**config.mk**
```make
export PLATFORM = sky130hd
export DESIGN_NAME = stu_cntl
export DESIGN_NICKNAME = d
export VERILOG_FILES = /design/src/stu_pkg.sv /design/src/stu_rx_fifo.sv /design/src/stu_rx_pipe.sv /design/src/stu_pkt_fsm.sv /design/src/stu_out_stage.sv /design/src/stu_cntl.sv
export SDC_FILE = /design/constraint.sdc
export NUM_CORES = 1
export LEC_CHECK = 0
export ABC_AREA = 0
export BUFFER_PORTS_ARGS = -buffer_cell sky130_fd_sc_hd__buf_2
export CORE_ASPECT_RATIO = 0.6
export CORE_MARGIN = 10
export CORE_UTILIZATION = 30
export DETAILED_ROUTE_END_ITERATION = 10
export GPL_ROUTABILITY_DRIVEN = 0
export PLACE_DENSITY = 0.43
export SYNTH_ARGS = -nofsm -noshare
export SYNTH_HDL_FRONTEND = slang
export SYNTH_SLANG_ARGS = --single-unit
```
**constraint.sdc**
```tcl
create_clock -name clk -period 14.6 [get_ports clk]
set_clock_uncertainty 0.1 [all_clocks]
set_input_delay 2.92 -clock clk [delete_from_list [all_inputs] [get_ports clk]]
set_output_delay 2.92 -clock clk [all_outputs]
set_load 0.05 [all_outputs]
```
**src/stu_pkg.sv**
```systemverilog
/*
  shared widths, encodings and beat structs for the upstream stack-bus receiver
  referenced by scoped name from every receiver module
*/
package stu_pkg;

  // ------------------------------
  // widths and sizing
  localparam int STU_DATA_W     = 64;
  localparam int STU_OOB_W      = 32;
  localparam int STU_TAG_W      = 8;  // low bits of oob
  localparam int STU_FIFO_DEPTH = 8;
  localparam int STU_FIFO_SLACK = 3;  // beats still in flight behind registered ready

  // ------------------------------
  // encodings
  typedef enum logic [1:0] {
    SOM     = 2'd0,
    MOM     = 2'd1,
    EOM     = 2'd2,
    SOM_EOM = 2'd3
  } stu_cntl_e;

  typedef enum logic {
    CONTROL = 1'b0,
    DATA    = 1'b1
  } stu_type_e;

  typedef enum logic {
    DEST_RDP = 1'b0,  // return data processor
    DEST_RCP = 1'b1   // return control processor
  } stu_dest_e;

  typedef enum logic [2:0] {
    WAIT,
    CONTROL_SOM,
    CONTROL_MOM,
    CONTROL_COMPLETE,
    DATA_SOM,
    DATA_MOM,
    DATA_COMPLETE,
    ERR
  } stu_state_e;

  // ------------------------------
  // beats
  typedef struct packed {
    stu_cntl_e              cntl;
    stu_type_e              ptype;
    logic [STU_DATA_W-1:0]  data;
    logic [STU_OOB_W-1:0]   oob;
  } stu_beat_t;  // 99 bits

  typedef struct packed {
    stu_cntl_e              cntl;
    logic [STU_TAG_W-1:0]   tag;
    logic [STU_DATA_W-1:0]  data;
  } stu_out_t;  // 74 bits

endpackage

```
**src/stu_rx_fifo.sv**
```systemverilog
/*
  input register and beat FIFO for the upstream stack bus
  ready toward the stack is registered from the almost-full level
*/
module stu_rx_fifo (
  input  logic              clk,
  input  logic              arst_n,
  input  logic              stu_valid,
  input  stu_pkg::stu_beat_t stu_beat,
  output logic              stu_ready,
  input  logic              fifo_read,
  output logic              fifo_empty,
  output stu_pkg::stu_beat_t fifo_beat
);

  logic                                          in_valid;
  stu_pkg::stu_beat_t                            in_beat;
  stu_pkg::stu_beat_t                            mem [stu_pkg::STU_FIFO_DEPTH];
  logic [$clog2(stu_pkg::STU_FIFO_DEPTH)-1:0]   wr_ptr;
  logic [$clog2(stu_pkg::STU_FIFO_DEPTH)-1:0]   rd_ptr;
  logic [$clog2(stu_pkg::STU_FIFO_DEPTH+1)-1:0] count;
  logic                                          almost_full;

  // ------------------------------
  // input register
  always_ff @(posedge clk or negedge arst_n)
  begin
    if (!arst_n)
      in_valid <= 1'b0;
    else
      in_valid <= stu_valid;
  end

  always_ff @(posedge clk)
  begin
    in_beat <= stu_beat;  // payload only, qualified by in_valid
  end

  // ------------------------------
  // circular buffer
  always_ff @(posedge clk)
  begin
    if (in_valid)
      mem[wr_ptr] <= in_beat;
  end

  always_ff @(posedge clk or negedge arst_n)
  begin
    if (!arst_n)
    begin
      wr_ptr <= '0;
      rd_ptr <= '0;
      count  <= '0;
    end
    else
    begin
      if (in_valid)
        wr_ptr <= (int'(wr_ptr) == stu_pkg::STU_FIFO_DEPTH - 1) ? '0 : wr_ptr + 1'b1;
      if (fifo_read)
        rd_ptr <= (int'(rd_ptr) == stu_pkg::STU_FIFO_DEPTH - 1) ? '0 : rd_ptr + 1'b1;
      case ({in_valid, fifo_read})
        2'b10:   count <= count + 1'b1;
        2'b01:   count <= count - 1'b1;
        default: count <= count;  // both or neither
      endcase
    end
  end

  assign fifo_empty = (count == '0);
  assign fifo_beat  = mem[rd_ptr];

  // free entries at or below the slack
  assign almost_full = (int'(count) >= stu_pkg::STU_FIFO_DEPTH - stu_pkg::STU_FIFO_SLACK);

  always_ff @(posedge clk or negedge arst_n)
  begin
    if (!arst_n)
      stu_ready <= 1'b0;  // stack waits until first rise
    else
      stu_ready <= ~almost_full;
  end

endmodule

```
**src/stu_rx_pipe.sv**
```systemverilog
/*
  two-stage pipeline behind the beat FIFO
  reads ahead so the framing FSM always sees a charged head beat
*/
module stu_rx_pipe (
  input  logic               clk,
  input  logic               arst_n,
  input  logic               fifo_empty,
  output logic               fifo_read,
  input  stu_pkg::stu_beat_t fifo_beat,
  input  logic               pipe_read,
  output logic               pipe_valid,
  output stu_pkg::stu_beat_t pipe_beat
);

  logic               fo_valid;  // fifo output stage
  stu_pkg::stu_beat_t fo_beat;
  logic               fo_read;

  // advance whenever the next stage is empty or draining
  assign fifo_read = ~fifo_empty & (~fo_valid | fo_read);
  assign fo_read   = fo_valid & (~pipe_valid | pipe_read);

  always_ff @(posedge clk or negedge arst_n)
  begin
    if (!arst_n)
    begin
      fo_valid   <= 1'b0;
      pipe_valid <= 1'b0;
    end
    else
    begin
      if (fifo_read)
        fo_valid <= 1'b1;
      else if (fo_read)
        fo_valid <= 1'b0;

      if (fo_read)
        pipe_valid <= 1'b1;
      else if (pipe_read)
        pipe_valid <= 1'b0;
    end
  end

  always_ff @(posedge clk)
  begin
    if (fifo_read)
      fo_beat <= fifo_beat;
    if (fo_read)
      pipe_beat <= fo_beat;
  end

endmodule

```
**src/stu_pkt_fsm.sv**
```systemverilog
/*
  framing FSM for upstream packets
  decides per head beat whether to consume it, forward it, and to which port
*/
module stu_pkt_fsm (
  input  logic               clk,
  input  logic               arst_n,
  input  logic               pipe_valid,
  input  stu_pkg::stu_beat_t pipe_beat,
  input  logic               rdp_ready,
  input  logic               rcp_ready,
  output logic               pipe_read,
  output logic               fwd,
  output stu_pkg::stu_dest_e dest,
  output logic               rx_error
);

  stu_pkg::stu_state_e state;
  stu_pkg::stu_state_e state_nxt;
  logic                is_start;  // SOM or SOM_EOM
  logic                is_data;
  logic                port_rdy;

  assign is_start = (pipe_beat.cntl == stu_pkg::SOM) || (pipe_beat.cntl == stu_pkg::SOM_EOM);
  assign is_data  = (pipe_beat.ptype == stu_pkg::DATA);

  always_comb
  begin
    state_nxt = state;
    pipe_read = 1'b0;
    fwd       = 1'b0;
    dest      = is_data ? stu_pkg::DEST_RDP : stu_pkg::DEST_RCP;
    case (state)
      stu_pkg::CONTROL_SOM, stu_pkg::CONTROL_MOM:
        dest = stu_pkg::DEST_RCP;  // stay on the open packet's port
      stu_pkg::DATA_SOM, stu_pkg::DATA_MOM:
        dest = stu_pkg::DEST_RDP;
      default:
        ;
    endcase
    port_rdy = (dest == stu_pkg::DEST_RDP) ? rdp_ready : rcp_ready;

    case (state)
      stu_pkg::WAIT, stu_pkg::CONTROL_COMPLETE, stu_pkg::DATA_COMPLETE:
      begin
        if (pipe_valid && !is_start)
        begin
          pipe_read = 1'b1;  // drop it, framing broken
          state_nxt = stu_pkg::ERR;
        end
        else if (pipe_valid && port_rdy)
        begin
          pipe_read = 1'b1;
          fwd       = 1'b1;
          if (pipe_beat.cntl == stu_pkg::SOM)
            state_nxt = is_data ? stu_pkg::DATA_SOM : stu_pkg::CONTROL_SOM;
          else
            state_nxt = is_data ? stu_pkg::DATA_COMPLETE : stu_pkg::CONTROL_COMPLETE;
        end
      end
      stu_pkg::CONTROL_SOM, stu_pkg::CONTROL_MOM, stu_pkg::DATA_SOM, stu_pkg::DATA_MOM:
      begin
        if (pipe_valid && is_start)
        begin
          pipe_read = 1'b1;  // new start inside a packet
          state_nxt = stu_pkg::ERR;
        end
        else if (pipe_valid && port_rdy)
        begin
          pipe_read = 1'b1;
          fwd       = 1'b1;
          if (pipe_beat.cntl == stu_pkg::MOM)
            state_nxt = (dest == stu_pkg::DEST_RDP) ? stu_pkg::DATA_MOM : stu_pkg::CONTROL_MOM;
          else
            state_nxt = (dest == stu_pkg::DEST_RDP) ? stu_pkg::DATA_COMPLETE
                                                    : stu_pkg::CONTROL_COMPLETE;
        end
      end
      default:
        state_nxt = stu_pkg::ERR;  // held until reset
    endcase
  end

  always_ff @(posedge clk or negedge arst_n)
  begin
    if (!arst_n)
      state <= stu_pkg::WAIT;
    else if (pipe_read)
      state <= state_nxt;
  end

  assign rx_error = (state == stu_pkg::ERR);

endmodule

```
**src/stu_out_stage.sv**
```systemverilog
/*
  registered outputs toward the return data and return control processors
  loads whichever port the FSM selects and slices the tag from oob
*/
module stu_out_stage (
  input  logic               clk,
  input  logic               arst_n,
  input  logic               fwd,
  input  stu_pkg::stu_dest_e dest,
  input  stu_pkg::stu_beat_t pipe_beat,
  output logic               rdp_valid,
  output logic               rcp_valid,
  output stu_pkg::stu_out_t  rdp,
  output stu_pkg::stu_out_t  rcp
);

  stu_pkg::stu_out_t out_beat;
  logic              load_rdp;
  logic              load_rcp;

  // tag comes from the low oob bits
  assign out_beat.cntl = pipe_beat.cntl;
  assign out_beat.tag  = pipe_beat.oob[stu_pkg::STU_TAG_W-1:0];
  assign out_beat.data = pipe_beat.data;

  assign load_rdp = fwd && (dest == stu_pkg::DEST_RDP);
  assign load_rcp = fwd && (dest == stu_pkg::DEST_RCP);

  // ------------------------------
  // one-cycle valid pulses
  always_ff @(posedge clk or negedge arst_n)
  begin
    if (!arst_n)
    begin
      rdp_valid <= 1'b0;
      rcp_valid <= 1'b0;
    end
    else
    begin
      rdp_valid <= load_rdp;
      rcp_valid <= load_rcp;
    end
  end

  // payloads hold between beats
  always_ff @(posedge clk)
  begin
    if (load_rdp)
      rdp <= out_beat;
    if (load_rcp)
      rcp <= out_beat;
  end

endmodule

```
**src/stu_cntl.sv**
```systemverilog
/*
  upstream stack-bus receiver top level
  buffers stack beats, checks framing and routes packets to the rdp and rcp ports
*/
module stu_cntl (
  input  logic               clk,
  input  logic               arst_n,

  // stack bus, upstream
  input  logic               stu_valid,
  input  stu_pkg::stu_beat_t stu_beat,
  output logic               stu_ready,

  // return data processor
  output logic               rdp_valid,
  output stu_pkg::stu_out_t  rdp,
  input  logic               rdp_ready,

  // return control processor
  output logic               rcp_valid,
  output stu_pkg::stu_out_t  rcp,
  input  logic               rcp_ready,

  output logic               rx_error  // sticky framing error
);

  logic               fifo_empty;
  logic               fifo_read;
  stu_pkg::stu_beat_t fifo_beat;
  logic               pipe_valid;
  logic               pipe_read;
  stu_pkg::stu_beat_t pipe_beat;
  logic               fwd;
  stu_pkg::stu_dest_e dest;

  stu_rx_fifo u_rx_fifo (
    .clk        (clk),
    .arst_n     (arst_n),
    .stu_valid  (stu_valid),
    .stu_beat   (stu_beat),
    .stu_ready  (stu_ready),
    .fifo_read  (fifo_read),
    .fifo_empty (fifo_empty),
    .fifo_beat  (fifo_beat)
  );

  stu_rx_pipe u_rx_pipe (
    .clk        (clk),
    .arst_n     (arst_n),
    .fifo_empty (fifo_empty),
    .fifo_read  (fifo_read),
    .fifo_beat  (fifo_beat),
    .pipe_read  (pipe_read),
    .pipe_valid (pipe_valid),
    .pipe_beat  (pipe_beat)
  );

  stu_pkt_fsm u_pkt_fsm (
    .clk        (clk),
    .arst_n     (arst_n),
    .pipe_valid (pipe_valid),
    .pipe_beat  (pipe_beat),
    .rdp_ready  (rdp_ready),
    .rcp_ready  (rcp_ready),
    .pipe_read  (pipe_read),
    .fwd        (fwd),
    .dest       (dest),
    .rx_error   (rx_error)
  );

  stu_out_stage u_out_stage (
    .clk        (clk),
    .arst_n     (arst_n),
    .fwd        (fwd),
    .dest       (dest),
    .pipe_beat  (pipe_beat),
    .rdp_valid  (rdp_valid),
    .rcp_valid  (rcp_valid),
    .rdp        (rdp),
    .rcp        (rcp)
  );

endmodule

```
==> impl_summary.log <==
[metrics] total global routing track utilization: 0.114
[metrics] FF/Latch Area: between 20000 and 30000 um2
[metrics] Post-Synthesis Cell Area: ~34000 um2
[metrics] reg-to-reg critical path startpoint: u_rx_pipe.pipe_beat[97]
[metrics] power density over the cells: 228 nW/um2
[metrics] Fin Setup TNS: 0 ps
[metrics] vias per std cell: about 4.4
[metrics] max-slew violation count: 0
[metrics] most used flip-flop cell after synthesis: sky130_fd_sc_hd__edfxtp_1
[metrics] Worst Hold Path EP: u_rx_pipe.pipe_beat[69]
[metrics] hold buffers post-CTS: 0
[metrics] element type at the critical path start: primary input
[metrics] share of Yosys cell area claimed by the top area cell type: 0.788
[metrics] nets@finish: 1804
[metrics] Starting DRT DRC Count: just over 900
[metrics] ports placed on the boundary: ~260
[metrics] cell types occupying the most area after synthesis: sky130_fd_sc_hd__edfxtp_1 (79%), sky130_fd_sc_hd__mux4_2 (9.9%), sky130_fd_sc_hd__dfxtp_1 (4.4%), sky130_fd_sc_hd__mux2_2 (2.5%), sky130_fd_sc_hd__dfrtp_1 (1.4%)
[metrics] highest achievable clock rate: 194 MHz
[metrics] most repeated cell in the gate-level netlist after synthesis: sky130_fd_sc_hd__edfxtp_1
[metrics] worst max-slew margin expressed relative to the limit: 0.273
[metrics] crit-path leading delay family: compound AO/OA/AOI/OAI gates
[metrics] Clock transition at path regs: ~70 ps
[metrics] routed length per instance: ~23 um
[metrics] area overhead of the layout relative to synthesis: 18.2%
[metrics] die width: 456 um
[metrics] synth warn: 0
[metrics] number of buffers inserted to repair setup after CTS: 0
[metrics] worst-case clock buffer depth: 3
[metrics] Post-synth ARST share: 0.0192
[metrics] multiplexer fraction of the synthesized cell area: 0.125
[metrics] final instance area: a little over 40000 um2
[metrics] RSZ-0062 raised after global routing: false
[metrics] largest stage delay on the critical path: 540 ps
[metrics] number of global-route vias before repair: roughly 16000
[metrics] # H-tree levels: 3
[metrics] initial cell density of the core: 0.304
[metrics] cell at the slowest stage of the critical path: sky130_fd_sc_hd__buf_4
[metrics] cell breakdown of the critical path: buf_2 > nor2b_1 > o211ai_1 > o2111a_1 > nand2_2 > a21oi_4 > buf_4 > ha_1 > ha_1 > a21o_1 > a21oi_1 > xnor2_1 > nor2_1 > xor2_1
[metrics] critical path buffer and inverter count: 2
[metrics] clock period minus final worst setup slack: 5160 ps
[metrics] maximum vdd drop: around 0.00018 V
[metrics] share of layout cells above drive strength 1: 0.370
[metrics] maximum number of pins on one net before global-route repair: 67
[metrics] total power draw: just over 9000 uW
[metrics] global-route wire length before repair: 108000 um
[metrics] result of the run: finished clean
[metrics] worst hold stages: 0
[metrics] final hold vios: 0
[metrics] Placed Instance Area: 37300 um2
[metrics] endpoint of the worst register-to-register path: u_rx_fifo.count[3]
[metrics] synthesized-area fraction occupied by ao, oa, aoi and oai cells: 0.00673
[metrics] Min-Delay Startpoint: u_rx_pipe.fo_beat[69]
[metrics] synthesized net count: between 1000 and 1500
[metrics] total of buffers placed on input and output ports: 231
[metrics] CP arrival: 5640 ps
[metrics] number of antenna violations at the first check in global routing: 7
[metrics] worst-case register-to-register setup slack: roughly 11000 ps
[metrics] Clk Latency, worst-skew pair: around 700 ps
[metrics] fraction of the mapped netlist area in adder cells: 0.00424
[metrics] post-synthesis share of cell area spent on xor and xnor gates: 0.00205
[metrics] cell taking the most area after synthesis: sky130_fd_sc_hd__edfxtp_1
[metrics] clock tree from TritonCTS: done
[metrics] final global-route overflow total: 0
[metrics] Hold Crit Class: flop to flop
[metrics] # setup viols final: 0
[metrics] CP Capture Type: flop
[metrics] number of clock buffers inserted by TritonCTS: 96
[metrics] Max Cap Violations: 0
[metrics] #FFs+latches synth: about 990
[metrics] drt first pass iters: 4
[metrics] sequential fraction of the synthesis area: 0.846
[metrics] detailed-route DRC error count: 0
[metrics] number of fillers in the final layout: between 10000 and 15000
[metrics] combinational family with the most area after synthesis: multiplexers
[metrics] average footprint of a synthesized cell: approximately 25 um2
[metrics] core area: 113000 um2
[metrics] total detailed-routing wirelength: 74100 um
[metrics] part of the cycle the worst path needs: 0.354
[metrics] via count: between 10000 and 15000
[metrics] path depth of the worst reg2reg path: 15
[metrics] number of standard-cell rows in the floorplan: 95
[metrics] top cells by count, synth: sky130_fd_sc_hd__edfxtp_1 (898), sky130_fd_sc_hd__mux4_2 (150), sky130_fd_sc_hd__mux2_2 (76)
[metrics] slew at the pin closest to its max-slew limit: 1090 ps
[metrics] detailed placer's ending HPWL: slightly below 40000 um
[metrics] cell count after synthesis: 1379
[metrics] class of the most critical setup path: primary input to flop
[metrics] area used by multi-input combinational logic: roughly 5000 um2
[metrics] Post-synth EDFFs: 898
[metrics] CP dominant cell by count: sky130_fd_sc_hd__ha_1
[metrics] TritonCTS sink count: slightly below 1000
[metrics] final antenna-violating net count: 0
[metrics] count of placed standard cells in the final layout, fillers left out: ~3300
[metrics] floorplan die height: ~280 um
[metrics] overall die area: about 130000 um2
[metrics] post-synthesis simple-gate area fraction: 0.00669
[metrics] CTS root buf: sky130_fd_sc_hd__clkbuf_16
[metrics] Leak: 0.0133 uW
[metrics] maximum fanout count along the critical path: 33
[metrics] total placed cells including tap cells: about 3100
[metrics] Cell variety after synth: 47
[metrics] post-CTS sizing: 0
[metrics] endpoint required time on the critical path: 15070 ps
-- kinds of logic after synthesis --
| logic type | count (synthesis) |
|---|---|
| AO/OA/AOI/OAI | 33 |
| XOR/XNOR | 8 |
| adder cells (fa/ha/maj) | 11 |
| buffers and inverters | 57 |
| flip-flops | 992 |
| multiplexers | 230 |
| AND/OR/NAND/NOR | 48 |
-- sequential cells by signal, summed over array words and instances, names as in the netlist --
| register | count |
|---|---|
| u_rx_fifo.count | 4 |
| u_out_stage.rcp_valid | 1 |
| u_rx_pipe.pipe_beat | 75 |
| u_pkt_fsm.state | 3 |
| u_rx_fifo.rd_ptr | 3 |
| u_rx_fifo.stu_ready | 1 |
| u_rx_pipe.fo_beat | 75 |
| u_rx_fifo.mem | 600 |
| u_out_stage.rdp | 74 |
| u_rx_fifo.in_valid | 1 |
| u_rx_fifo.in_beat | 75 |
| u_out_stage.rcp | 74 |
| u_out_stage.rdp_valid | 1 |
| u_rx_pipe.pipe_valid | 1 |
| u_rx_fifo.wr_ptr | 3 |
| u_rx_pipe.fo_valid | 1 |
-- cell usage in the layout (no fill, tap or decap), types with 2 or more instances in the layout --
cell type | Yosys | layout
sky130_fd_sc_hd__clkbuf_8 | 0 | 15
sky130_fd_sc_hd__buf_2 | 16 | 231
sky130_fd_sc_hd__nand2b_1 | 6 | 6
sky130_fd_sc_hd__edfxtp_1 | 898 | 898
sky130_fd_sc_hd__diode_2 | 0 | 2
sky130_fd_sc_hd__dfrtp_4 | 0 | 3
sky130_fd_sc_hd__clkinvlp_4 | 0 | 8
sky130_fd_sc_hd__clkbuf_1 | 19 | 28
sky130_fd_sc_hd__inv_6 | 0 | 5
sky130_fd_sc_hd__nor2b_1 | 2 | 2
sky130_fd_sc_hd__inv_2 | 2 | 2
sky130_fd_sc_hd__o21ai_0 | 6 | 6
sky130_fd_sc_hd__nor3_2 | 0 | 3
sky130_fd_sc_hd__inv_1 | 7 | 7
sky130_fd_sc_hd__mux2_4 | 3 | 3
sky130_fd_sc_hd__a21o_1 | 3 | 3
sky130_fd_sc_hd__nand3_1 | 3 | 3
sky130_fd_sc_hd__nand2_1 | 12 | 12
sky130_fd_sc_hd__bufinv_16 | 0 | 5
sky130_fd_sc_hd__dfxtp_1 | 75 | 75
sky130_fd_sc_hd__o211ai_1 | 3 | 3
sky130_fd_sc_hd__mux2_2 | 76 | 76
sky130_fd_sc_hd__dfrtp_1 | 19 | 16
sky130_fd_sc_hd__nor2_4 | 0 | 6
sky130_fd_sc_hd__mux4_2 | 150 | 150
sky130_fd_sc_hd__buf_4 | 1 | 29
sky130_fd_sc_hd__a21oi_1 | 9 | 9
sky130_fd_sc_hd__nor2_1 | 14 | 8
sky130_fd_sc_hd__clkbuf_16 | 0 | 98
sky130_fd_sc_hd__clkinv_1 | 0 | 6
sky130_fd_sc_hd__xor2_1 | 3 | 3
sky130_fd_sc_hd__clkinv_2 | 0 | 12
sky130_fd_sc_hd__xnor2_1 | 5 | 5
sky130_fd_sc_hd__ha_1 | 10 | 10
-- power by group --
group | internal [uW] | switching (uW)
clock network | 1410 | 1060
registers | 4060 | 314
logic | 812 | 1580
-- area by class of cell --
class | instances | share of cell area
sequential | 992 | 0.716
multi-input combinational | 330 | 0.125
clock buffer | 141 | 0.0683
tap | 1503 | 0.0465
timing repair buffer | 260 | 0.0340
clock inverter | 39 | 0.00968
inverter | 9 | 0.000835
antenna | 2 | 0.000124
-- how the worst max path moves through the flow --
stage               cells after the start                     to  startpoint
finish                                 14     u_rx_fifo.count[3]   rdp_ready
global route                           14     u_rx_fifo.count[3]   rdp_ready
CTS                                     9    u_rx_fifo.rd_ptr[1]   rdp_ready
detailed placement                     14     u_rx_fifo.count[3]   rdp_ready
global placement                       14     u_rx_fifo.count[3]   rdp_ready
floorplan                               5  u_out_stage.rcp_valid   rdp_ready
-- routing by layer --
metal | track usage | vias up | wire length (um)
met5 | 0 | - | 26
met2 | 0.184 | 271 | 34600
met4 | 0.0309 | 4 | 1440
met3 | 0.0280 | 104 | 3200
met1 | 0.154 | 7576 | 34800
li1 | - | 6344 | -
-- through the flow --
| step | worst slack [ps] | hold WS [ps] | util |
|---|---|---|---|
| after global placement | 8660 | 302 | 0.331 |
| after CTS | 9450 | 305 | 0.359 |
| after floorplan | 5310 | 300 | - |
| after global routing | 9280 | 325 | 0.359 |
| after detailed placement | 8690 | 305 | 0.331 |
| final | 9440 | 318 | 0.359 |
(Power assumes the default switching activity.)
